## src/mul16_pkg.sv

```systemverilog
/*
  Shared widths, vector types and bundled structs for the pipelined
  16x16 unsigned multiplier. Every design unit imports what it needs
  from here.
*/
package mul16_pkg;

  // Operand split into two halves
  localparam int OPERAND_W = 16;
  localparam int HALF_W    = 8;

  // Full product, also the adder width
  localparam int PRODUCT_W = 32;

  // Carry-lookahead grouping
  localparam int CLA_GROUP_W = 4;
  localparam int CLA_GROUPS  = PRODUCT_W / CLA_GROUP_W;

  typedef logic [OPERAND_W-1:0]  operand_t;
  typedef logic [HALF_W-1:0]     half_t;
  typedef logic [2*HALF_W-1:0]   pp_t;
  typedef logic [PRODUCT_W-1:0]  product_t;

  // Input side payload
  typedef struct packed {
    operand_t a;
    operand_t b;
  } operand_pair_t;

  // The four 8x8 sub-products, named by which halves of a and b they use
  typedef struct packed {
    pp_t ll;
    pp_t lh;
    pp_t hl;
    pp_t hh;
  } partial_products_t;

endpackage

```

## src/cla_adder.sv

```systemverilog
/*
  Combinational 32-bit carry-lookahead adder built from 4-bit groups.
  Group propagate and generate terms feed a flat lookahead carry for
  every group. Carry-in is zero and no carry-out is produced.
*/
module cla_adder (
  input  mul16_pkg::product_t a,
  input  mul16_pkg::product_t b,
  output mul16_pkg::product_t sum
);

  import mul16_pkg::*;

  // Bit level terms; the top generate would only feed a carry-out
  logic [PRODUCT_W-1:0] bit_p;
  logic [PRODUCT_W-2:0] bit_g;

  // Group level terms, trimmed to what the group carries need
  logic [CLA_GROUPS-2:0] grp_g;
  logic [CLA_GROUPS-2:1] grp_p;
  logic [CLA_GROUPS-1:0] grp_c;

  assign bit_p = a ^ b;
  assign bit_g = a[PRODUCT_W-2:0] & b[PRODUCT_W-2:0];

  for (genvar k = 0; k < CLA_GROUPS; k++) begin : g_group
    localparam int LSB = k * CLA_GROUP_W;

    logic [CLA_GROUP_W-1:0] c_bit;

    if (k < CLA_GROUPS - 1) begin : g_gen
      assign grp_g[k] = bit_g[LSB+3]
                      | (bit_p[LSB+3] & bit_g[LSB+2])
                      | (bit_p[LSB+3] & bit_p[LSB+2] & bit_g[LSB+1])
                      | (bit_p[LSB+3] & bit_p[LSB+2] & bit_p[LSB+1] & bit_g[LSB]);
    end

    if (k > 0 && k < CLA_GROUPS - 1) begin : g_prop
      assign grp_p[k] = &bit_p[LSB +: CLA_GROUP_W];
    end

    // Carries inside the group, all from the group carry-in
    assign c_bit[0] = grp_c[k];
    assign c_bit[1] = bit_g[LSB]
                    | (bit_p[LSB] & grp_c[k]);
    assign c_bit[2] = bit_g[LSB+1]
                    | (bit_p[LSB+1] & bit_g[LSB])
                    | (bit_p[LSB+1] & bit_p[LSB] & grp_c[k]);
    assign c_bit[3] = bit_g[LSB+2]
                    | (bit_p[LSB+2] & bit_g[LSB+1])
                    | (bit_p[LSB+2] & bit_p[LSB+1] & bit_g[LSB])
                    | (bit_p[LSB+2] & bit_p[LSB+1] & bit_p[LSB] & grp_c[k]);

    assign sum[LSB +: CLA_GROUP_W] = bit_p[LSB +: CLA_GROUP_W] ^ c_bit;
  end

  // Lookahead across groups, sum of products over all lower generates
  always_comb begin
    logic term;
    logic carry;

    grp_c = '0;
    for (int k = 1; k < CLA_GROUPS; k++) begin
      carry = 1'b0;
      for (int m = 0; m < k; m++) begin
        term = grp_g[m];
        for (int n = m + 1; n < k; n++) begin
          term = term & grp_p[n];
        end
        carry = carry | term;
      end
      grp_c[k] = carry;
    end
  end

endmodule

```

## src/mul16_pipe.sv

```systemverilog
/*
  Top level of the two-stage 16x16 unsigned multiplier.
  Operands enter with valid/ready, the product leaves two cycles later
  when the output is not stalled.
*/
module mul16_pipe (
  input  logic                     clk,
  input  logic                     rst_n,
  input  mul16_pkg::operand_pair_t operands,
  input  logic                     in_valid,
  output logic                     in_ready,
  output mul16_pkg::product_t      product,
  output logic                     out_valid,
  input  logic                     out_ready
);

  import mul16_pkg::*;

  // Link between the two stages
  partial_products_t pps;
  logic              pps_valid;
  logic              pps_ready;

  partial_product_stage u_pp_stage (
    .clk       (clk),
    .rst_n     (rst_n),
    .operands  (operands),
    .in_valid  (in_valid),
    .in_ready  (in_ready),
    .pps       (pps),
    .pps_valid (pps_valid),
    .pps_ready (pps_ready)
  );

  sum_stage u_sum_stage (
    .clk       (clk),
    .rst_n     (rst_n),
    .pps       (pps),
    .pps_valid (pps_valid),
    .pps_ready (pps_ready),
    .product   (product),
    .out_valid (out_valid),
    .out_ready (out_ready)
  );

endmodule

```

## src/mul8_array.sv

```systemverilog
/*
  Combinational 8x8 unsigned array multiplier.
  AND matrix reduced row by row with half and full adders, then a final
  row add of the last carry and sum vectors forms the upper byte.
*/
module mul8_array (
  input  mul16_pkg::half_t a,
  input  mul16_pkg::half_t b,
  output mul16_pkg::pp_t   p
);

  import mul16_pkg::*;

  // pp_bit[i][j] = a[i] & b[j]
  logic [HALF_W-1:0][HALF_W-1:0] pp_bit;

  for (genvar i = 0; i < HALF_W; i++) begin : g_and
    assign pp_bit[i] = b & {HALF_W{a[i]}};
  end

  // Row 0 is the plain AND row, its LSB is already final
  assign p[0] = pp_bit[0][0];

  for (genvar i = 1; i < HALF_W; i++) begin : g_row
    logic [HALF_W-1:0] row_sum;
    logic [HALF_W-2:0] row_carry;

    for (genvar j = 0; j < HALF_W - 1; j++) begin : g_cell
      if (i == 1) begin : g_half
        // First reduction row has no incoming carries
        assign row_sum[j]   = pp_bit[0][j+1] ^ pp_bit[1][j];
        assign row_carry[j] = pp_bit[0][j+1] & pp_bit[1][j];
      end else begin : g_full
        logic x;
        logic y;
        logic cin;

        assign x   = g_row[i-1].row_sum[j+1];
        assign y   = pp_bit[i][j];
        assign cin = g_row[i-1].row_carry[j];

        assign row_sum[j]   = x ^ y ^ cin;
        assign row_carry[j] = (x & y) | (x & cin) | (y & cin);
      end
    end

    // Top bit of each row passes straight down
    assign row_sum[HALF_W-1] = pp_bit[i][HALF_W-1];

    assign p[i] = row_sum[0];
  end

  // Final row adder, carries line up under the sums one column left
  assign p[2*HALF_W-1:HALF_W] = {1'b0, g_row[HALF_W-1].row_carry}
                              + {1'b0, g_row[HALF_W-1].row_sum[HALF_W-1:1]};

endmodule

```

## src/partial_product_stage.sv

```systemverilog
/*
  First pipeline stage of the 16x16 multiplier.
  Splits both operands into halves, forms the four 8x8 sub-products and
  registers them behind a valid/ready handshake.
*/
module partial_product_stage (
  input  logic                         clk,
  input  logic                         rst_n,
  input  mul16_pkg::operand_pair_t     operands,
  input  logic                         in_valid,
  output logic                         in_ready,
  output mul16_pkg::partial_products_t pps,
  output logic                         pps_valid,
  input  logic                         pps_ready
);

  import mul16_pkg::*;

  half_t             a_lo;
  half_t             a_hi;
  half_t             b_lo;
  half_t             b_hi;
  partial_products_t pps_next;
  logic              take;

  assign a_lo = operands.a[HALF_W-1:0];
  assign a_hi = operands.a[OPERAND_W-1:HALF_W];
  assign b_lo = operands.b[HALF_W-1:0];
  assign b_hi = operands.b[OPERAND_W-1:HALF_W];

  mul8_array u_mul_ll (.a(a_lo), .b(b_lo), .p(pps_next.ll));
  mul8_array u_mul_lh (.a(a_lo), .b(b_hi), .p(pps_next.lh));
  mul8_array u_mul_hl (.a(a_hi), .b(b_lo), .p(pps_next.hl));
  mul8_array u_mul_hh (.a(a_hi), .b(b_hi), .p(pps_next.hh));

  // Register free, or being drained this cycle
  assign in_ready = !pps_valid || pps_ready;
  assign take     = in_valid && in_ready;

  always_ff @(posedge clk or negedge rst_n) begin
    if (!rst_n) begin
      pps_valid <= 1'b0;
    end else if (in_ready) begin
      pps_valid <= in_valid;
    end
  end

  always_ff @(posedge clk) begin
    if (take) begin
      pps <= pps_next;
    end
  end

  // Stalled output must not change under the sum stage
  a_pps_hold: assert property (@(posedge clk) disable iff (!rst_n)
    pps_valid && !pps_ready |=> pps_valid && $stable(pps));

endmodule

```

## src/sum_stage.sv

```systemverilog
/*
  Second pipeline stage of the 16x16 multiplier.
  Places hh over ll, adds the two cross products shifted up one byte in
  two carry-lookahead passes, and registers the exact product.
*/
module sum_stage (
  input  logic                         clk,
  input  logic                         rst_n,
  input  mul16_pkg::partial_products_t pps,
  input  logic                         pps_valid,
  output logic                         pps_ready,
  output mul16_pkg::product_t          product,
  output logic                         out_valid,
  input  logic                         out_ready
);

  import mul16_pkg::*;

  product_t llhh;
  product_t cross_lh;
  product_t cross_hl;
  product_t sum_lh;
  product_t sum_all;
  logic     take;

  // ll and hh never overlap, so they share one word
  assign llhh     = {pps.hh, pps.ll};
  assign cross_lh = {{HALF_W{1'b0}}, pps.lh, {HALF_W{1'b0}}};
  assign cross_hl = {{HALF_W{1'b0}}, pps.hl, {HALF_W{1'b0}}};

  cla_adder u_add_cross_lh (
    .a   (llhh),
    .b   (cross_lh),
    .sum (sum_lh)
  );

  cla_adder u_add_cross_hl (
    .a   (sum_lh),
    .b   (cross_hl),
    .sum (sum_all)
  );

  assign pps_ready = !out_valid || out_ready;
  assign take      = pps_valid && pps_ready;

  always_ff @(posedge clk or negedge rst_n) begin
    if (!rst_n) begin
      out_valid <= 1'b0;
    end else if (pps_ready) begin
      out_valid <= pps_valid;
    end
  end

  always_ff @(posedge clk) begin
    if (take) begin
      product <= sum_all;
    end
  end

  a_product_hold: assert property (@(posedge clk) disable iff (!rst_n)
    out_valid && !out_ready |=> out_valid && $stable(product));

  a_valid_known: assert property (@(posedge clk) disable iff (!rst_n)
    !$isunknown(out_valid));

endmodule

```

## config.mk

```make
export PLATFORM = sky130hd
export DESIGN_NAME = mul16_pipe
export DESIGN_NICKNAME = d
export VERILOG_FILES = /design/src/mul16_pkg.sv /design/src/cla_adder.sv /design/src/mul16_pipe.sv /design/src/mul8_array.sv /design/src/partial_product_stage.sv /design/src/sum_stage.sv
export SDC_FILE = /design/constraint.sdc
export NUM_CORES = 1
export LEC_CHECK = 0
export BUFFER_PORTS_ARGS = -buffer_cell sky130_fd_sc_hd__buf_2
export CORE_MARGIN = 8
export CORE_UTILIZATION = 47
export CTS_CLUSTER_SIZE = 10
export DETAILED_ROUTE_END_ITERATION = 10
export PLACE_DENSITY = 0.67
export SYNTH_ARGS = -nofsm -noshare
export SYNTH_HDL_FRONTEND = slang
export SYNTH_SLANG_ARGS = --single-unit
```

## constraint.sdc

```tcl
create_clock -name clk -period 3.7 [get_ports clk]
set_input_delay 0.74 -clock clk [delete_from_list [all_inputs] [get_ports clk]]
set_output_delay 0.74 -clock clk [all_outputs]
set_load 0.02 [all_outputs]
```

==> qor.txt <==
outcome = complete, but fails checks
failing checks = setup timing
Top cell by count, worst path = sky130_fd_sc_hd__fa_2
Buf+Inv Stages, Crit Path = 6
hold_ws = 0.161 ns
clock-pin slew on the worst setup and hold paths = 0.07 ns
number of inserted filler cells in the final layout = 1854
number of nets in the synthesized netlist = 1345
DRT antenna net count = 0
Tightest Pin Transition = 0.832 ns
proportion of layout cells with a drive suffix above 1 = 40.5%
arrival time of the worst setup path = 5.48 ns
post-synth top area cell = sky130_fd_sc_hd__fa_1
worst vdd rail ir drop = 507 µV
proportion of netlist area held by the largest area contributor = 32.0%
post-detailed-route via-to-cell ratio = 4.78
peak fanout along the critical path = 6
cell types occupying the most area after synthesis = sky130_fd_sc_hd__fa_1 32%, sky130_fd_sc_hd__edfxtp_1 26%, sky130_fd_sc_hd__and2_1 10%
Syn Inst Count = 1037
Die Y-Extent = 171 µm
Final Max Tran Viols = 0
Post-Place Cells = 1543
placement row count = 56
Static Leak = 6.65 nW
H-tree depth = 3
die area = 29200 µm²
DRC Markers = 0
global-route wire length before repair = 40200 µm
sequential-to-total area share from yosys stat = 26.0%
wire length per cell = 15.0 µm
final layout net count = 1574
synthesis-stage register bit count = 98
Routed WL = 23900 µm
number of synthesized flops with an enable pin = 96
TritonCTS clock tree = built
class of the worst hold path = in -> async
maximum number of buffers from clock root to sink = 2
unrepaired setup endpoints after global routing = yes
master of the slowest instance on the critical path = sky130_fd_sc_hd__fa_2
Layout Utilization = 62.5%
required time of the critical path = 3.79 ns
max-cap viol count = 0
input/output buffers = 69
Final Hold Violating Endpoints = 0
Top-Level Pins = 70
largest net degree at the start of global routing = 65
maximum cell stage delay along the critical path = 0.56 ns
final critical-path setup slack = -1.69 ns
antenna violations before repair = 1
diodes inserted = 0
TritonCTS Buffers = 9
total number of vias = 7600
Final Critical Period = 5.39 ns
cell family contributing the most delay on the critical path = adder cells
CP Launch Type = input pin
via count of the first global-routing pass = 8346
ordered list of cells on the worst path = buf_8, buf_6, and2_4, ha_4, fa_2, fa_2, fa_2, fa_2, fa_2, inv_2, fa_2, inv_2, ha_4, inv_2, fa_2, inv_2, a21oi_2, o21bai_1, a21o_1, a21oi_2, xnor2_2
placed wire-length estimate = 19300 µm
Fmax = 186 MHz
Clock Sink Count = 98
mapped cell area = 11300 µm²
area added between synthesis and finish = 30.5%
count leader, synth = sky130_fd_sc_hd__and2_1
PD cells = 833 nW/µm²
GRT Total Usage = 17.2%
GRT Residual Overflow = 0
leading register cell type out of synthesis = sky130_fd_sc_hd__edfxtp_1
worst rel slew slack = 44.6%
Detailed Route Iter0 Violations = 243
Worst Path Class, Setup = in -> reg
pre-CTS setup slack = -2.13 ns
Routability Congestion = 0.820
proportion of register bits with asynchronous set or reset after synthesis = 2.04%
die boundary width = 171 µm
count of yosys warnings during synthesis = 0
hold buffer count at cts = 0
final-report setup violation count = 50
skew final = 0.00589 ns
synthesized area per cell = 10.9 µm²
floorplan core area = 23500 µm²
Initial Utilization = 47.9%
top cell types by occurrence after synthesis = 185 x sky130_fd_sc_hd__and2_1, 180 x sky130_fd_sc_hd__fa_1, 180 x sky130_fd_sc_hd__inv_1
flip-flop and latch area = 2930 µm²
ratio of final minimum period to clock period = 146%
length of the first detailed-routing pass in iterations = 4
clock tree root buffer cell = sky130_fd_sc_hd__clkbuf_16
count of unique library cells instantiated by Yosys = 43
insertion delay to the later sink of the worst-skew pair = 0.35 ns
area used by multi-input combinational logic = 8430 µm²
non-filler instance count after layout = 1590
sort of element at the end of the critical path = register
## layout by cell type (no fill, tap or decap), types with 9 or more instances in the layout
| cell type | n |
|---|---|
| sky130_fd_sc_hd__a21o_1 | 14 |
| sky130_fd_sc_hd__xnor2_1 | 21 |
| sky130_fd_sc_hd__a21oi_2 | 19 |
| sky130_fd_sc_hd__ha_4 | 21 |
| sky130_fd_sc_hd__edfxtp_1 | 96 |
| sky130_fd_sc_hd__xnor2_2 | 12 |
| sky130_fd_sc_hd__nor2_1 | 9 |
| sky130_fd_sc_hd__inv_2 | 45 |
| sky130_fd_sc_hd__o21bai_1 | 10 |
| sky130_fd_sc_hd__xor2_1 | 9 |
| sky130_fd_sc_hd__fa_1 | 97 |
| sky130_fd_sc_hd__clkbuf_16 | 10 |
| sky130_fd_sc_hd__and2_4 | 23 |
| sky130_fd_sc_hd__inv_1 | 135 |
| sky130_fd_sc_hd__buf_2 | 58 |
| sky130_fd_sc_hd__buf_6 | 23 |
| sky130_fd_sc_hd__nand2_1 | 78 |
| sky130_fd_sc_hd__and2_1 | 161 |
| sky130_fd_sc_hd__buf_4 | 158 |
| sky130_fd_sc_hd__ha_1 | 68 |
| sky130_fd_sc_hd__fa_2 | 83 |
## path summary, 6_finish.rpt
| kind | from | end | slack (ns) | cells after the start |
|---|---|---|---|---|
| setup / recovery | operands[17] | u_pp_stage.pps[62]$_DFFE_PP_ | -1.69 | 21 |
| hold / removal | rst_n | u_pp_stage.pps_valid$_DFFE_PN0N_ | 0.16 | 1 |
| setup reg to reg | u_pp_stage.pps[57]$_DFFE_PP_ | u_sum_stage.product[30]$_DFFE_PP_ | -0.59 | 18 |
| hold reg to reg | u_pp_stage.pps[52]$_DFFE_PP_ | u_sum_stage.product[4]$_DFFE_PP_ | 0.42 | 0 |
| max in group asynchronous | rst_n | u_sum_stage.out_valid$_DFFE_PN0P_ | 3.45 | 1 |
| min in group clk | u_pp_stage.pps[52]$_DFFE_PP_ | u_sum_stage.product[4]$_DFFE_PP_ | 0.42 | 0 |
## worst register-to-register path: stages (launching register included)
cell	delay (ns)
sky130_fd_sc_hd__edfxtp_1	0.43
sky130_fd_sc_hd__ha_4	0.27
sky130_fd_sc_hd__a211oi_2	0.24
sky130_fd_sc_hd__o211ai_1	0.16
sky130_fd_sc_hd__nand3_1	0.13
sky130_fd_sc_hd__nand2_2	0.08
sky130_fd_sc_hd__a211o_1	0.33
sky130_fd_sc_hd__fa_2	0.36
sky130_fd_sc_hd__xor2_1	0.15
sky130_fd_sc_hd__ha_1	0.33
sky130_fd_sc_hd__nand2_1	0.08
sky130_fd_sc_hd__nor2_2	0.15
sky130_fd_sc_hd__nand4_1	0.26
sky130_fd_sc_hd__a31oi_4	0.25
sky130_fd_sc_hd__nor3b_2	0.20
sky130_fd_sc_hd__mux2_4	0.19
sky130_fd_sc_hd__and4_4	0.22
sky130_fd_sc_hd__a41oi_2	0.04
sky130_fd_sc_hd__xnor2_1	0.17
## stage by stage
stage / TNS [ns] / area, µm² / total power [mW]
final: -48.59 / 14700 / 12.3
after global routing: -54.19 / 14700 / 13.3
after CTS: -48.44 / 14400 / 11.5
after detailed placement: -68.15 / 13400 / 9.63
after global placement: -66.43 / 13400 / 9.38
after floorplan: -49.99 / 11800 / 7.05
## logic make-up after synthesis
family / after synthesis / synth area share [%]
AND/OR/NAND/NOR: 317 / 15.6
adder cells (fa/ha/maj): 273 / 42.3
buffers and inverters: 213 / 7.10
flip-flops: 98 / 26.0
AO/OA/AOI/OAI: 87 / 5.15
XOR/XNOR: 48 / 3.73
multiplexers: 1 / 0.133
## registers in the layout (all words and copies together) (netlist names)
name,count
u_pp_stage.pps,64
u_sum_stage.out_valid,1
u_sum_stage.product,32
u_pp_stage.pps_valid,1
## power breakdown
part	internal [mW]	switching [mW]
Combinational	4.71	4.28
Sequential	2.06	0.175
Clock	0.599	0.426
## routing by layer
layer | vias up | share of wire, % | track usage (%)
li1 | 3700 | - | -
met1 | 3781 | 45 | 21.9
met2 | 85 | 50 | 30.6
met3 | 32 | 2.7 | 1.59
met4 | 2 | 2.2 | 4.95
met5 | - | 0.050 | 0
## final cells by class
type / count / area share (%)
Multi-Input combinational cell: 726 / 57.3
Sequential cell: 98 / 19.9
Timing Repair Buffer: 251 / 13.2
Inverter: 180 / 4.59
Tap cell: 319 / 2.71
Clock buffer: 9 / 1.53
Clock inverter: 7 / 0.672
## timing repair
item / in CTS / in global routing
pin swaps: 114 / 115
cloned: 0 / 1
hold endpoints to repair: 0 / 0
setup endpoints to repair: 51 / 53
setup buffers: 31 / 20
gates resized for setup: 120 / 78
Power figures use the tool's default switching activity.
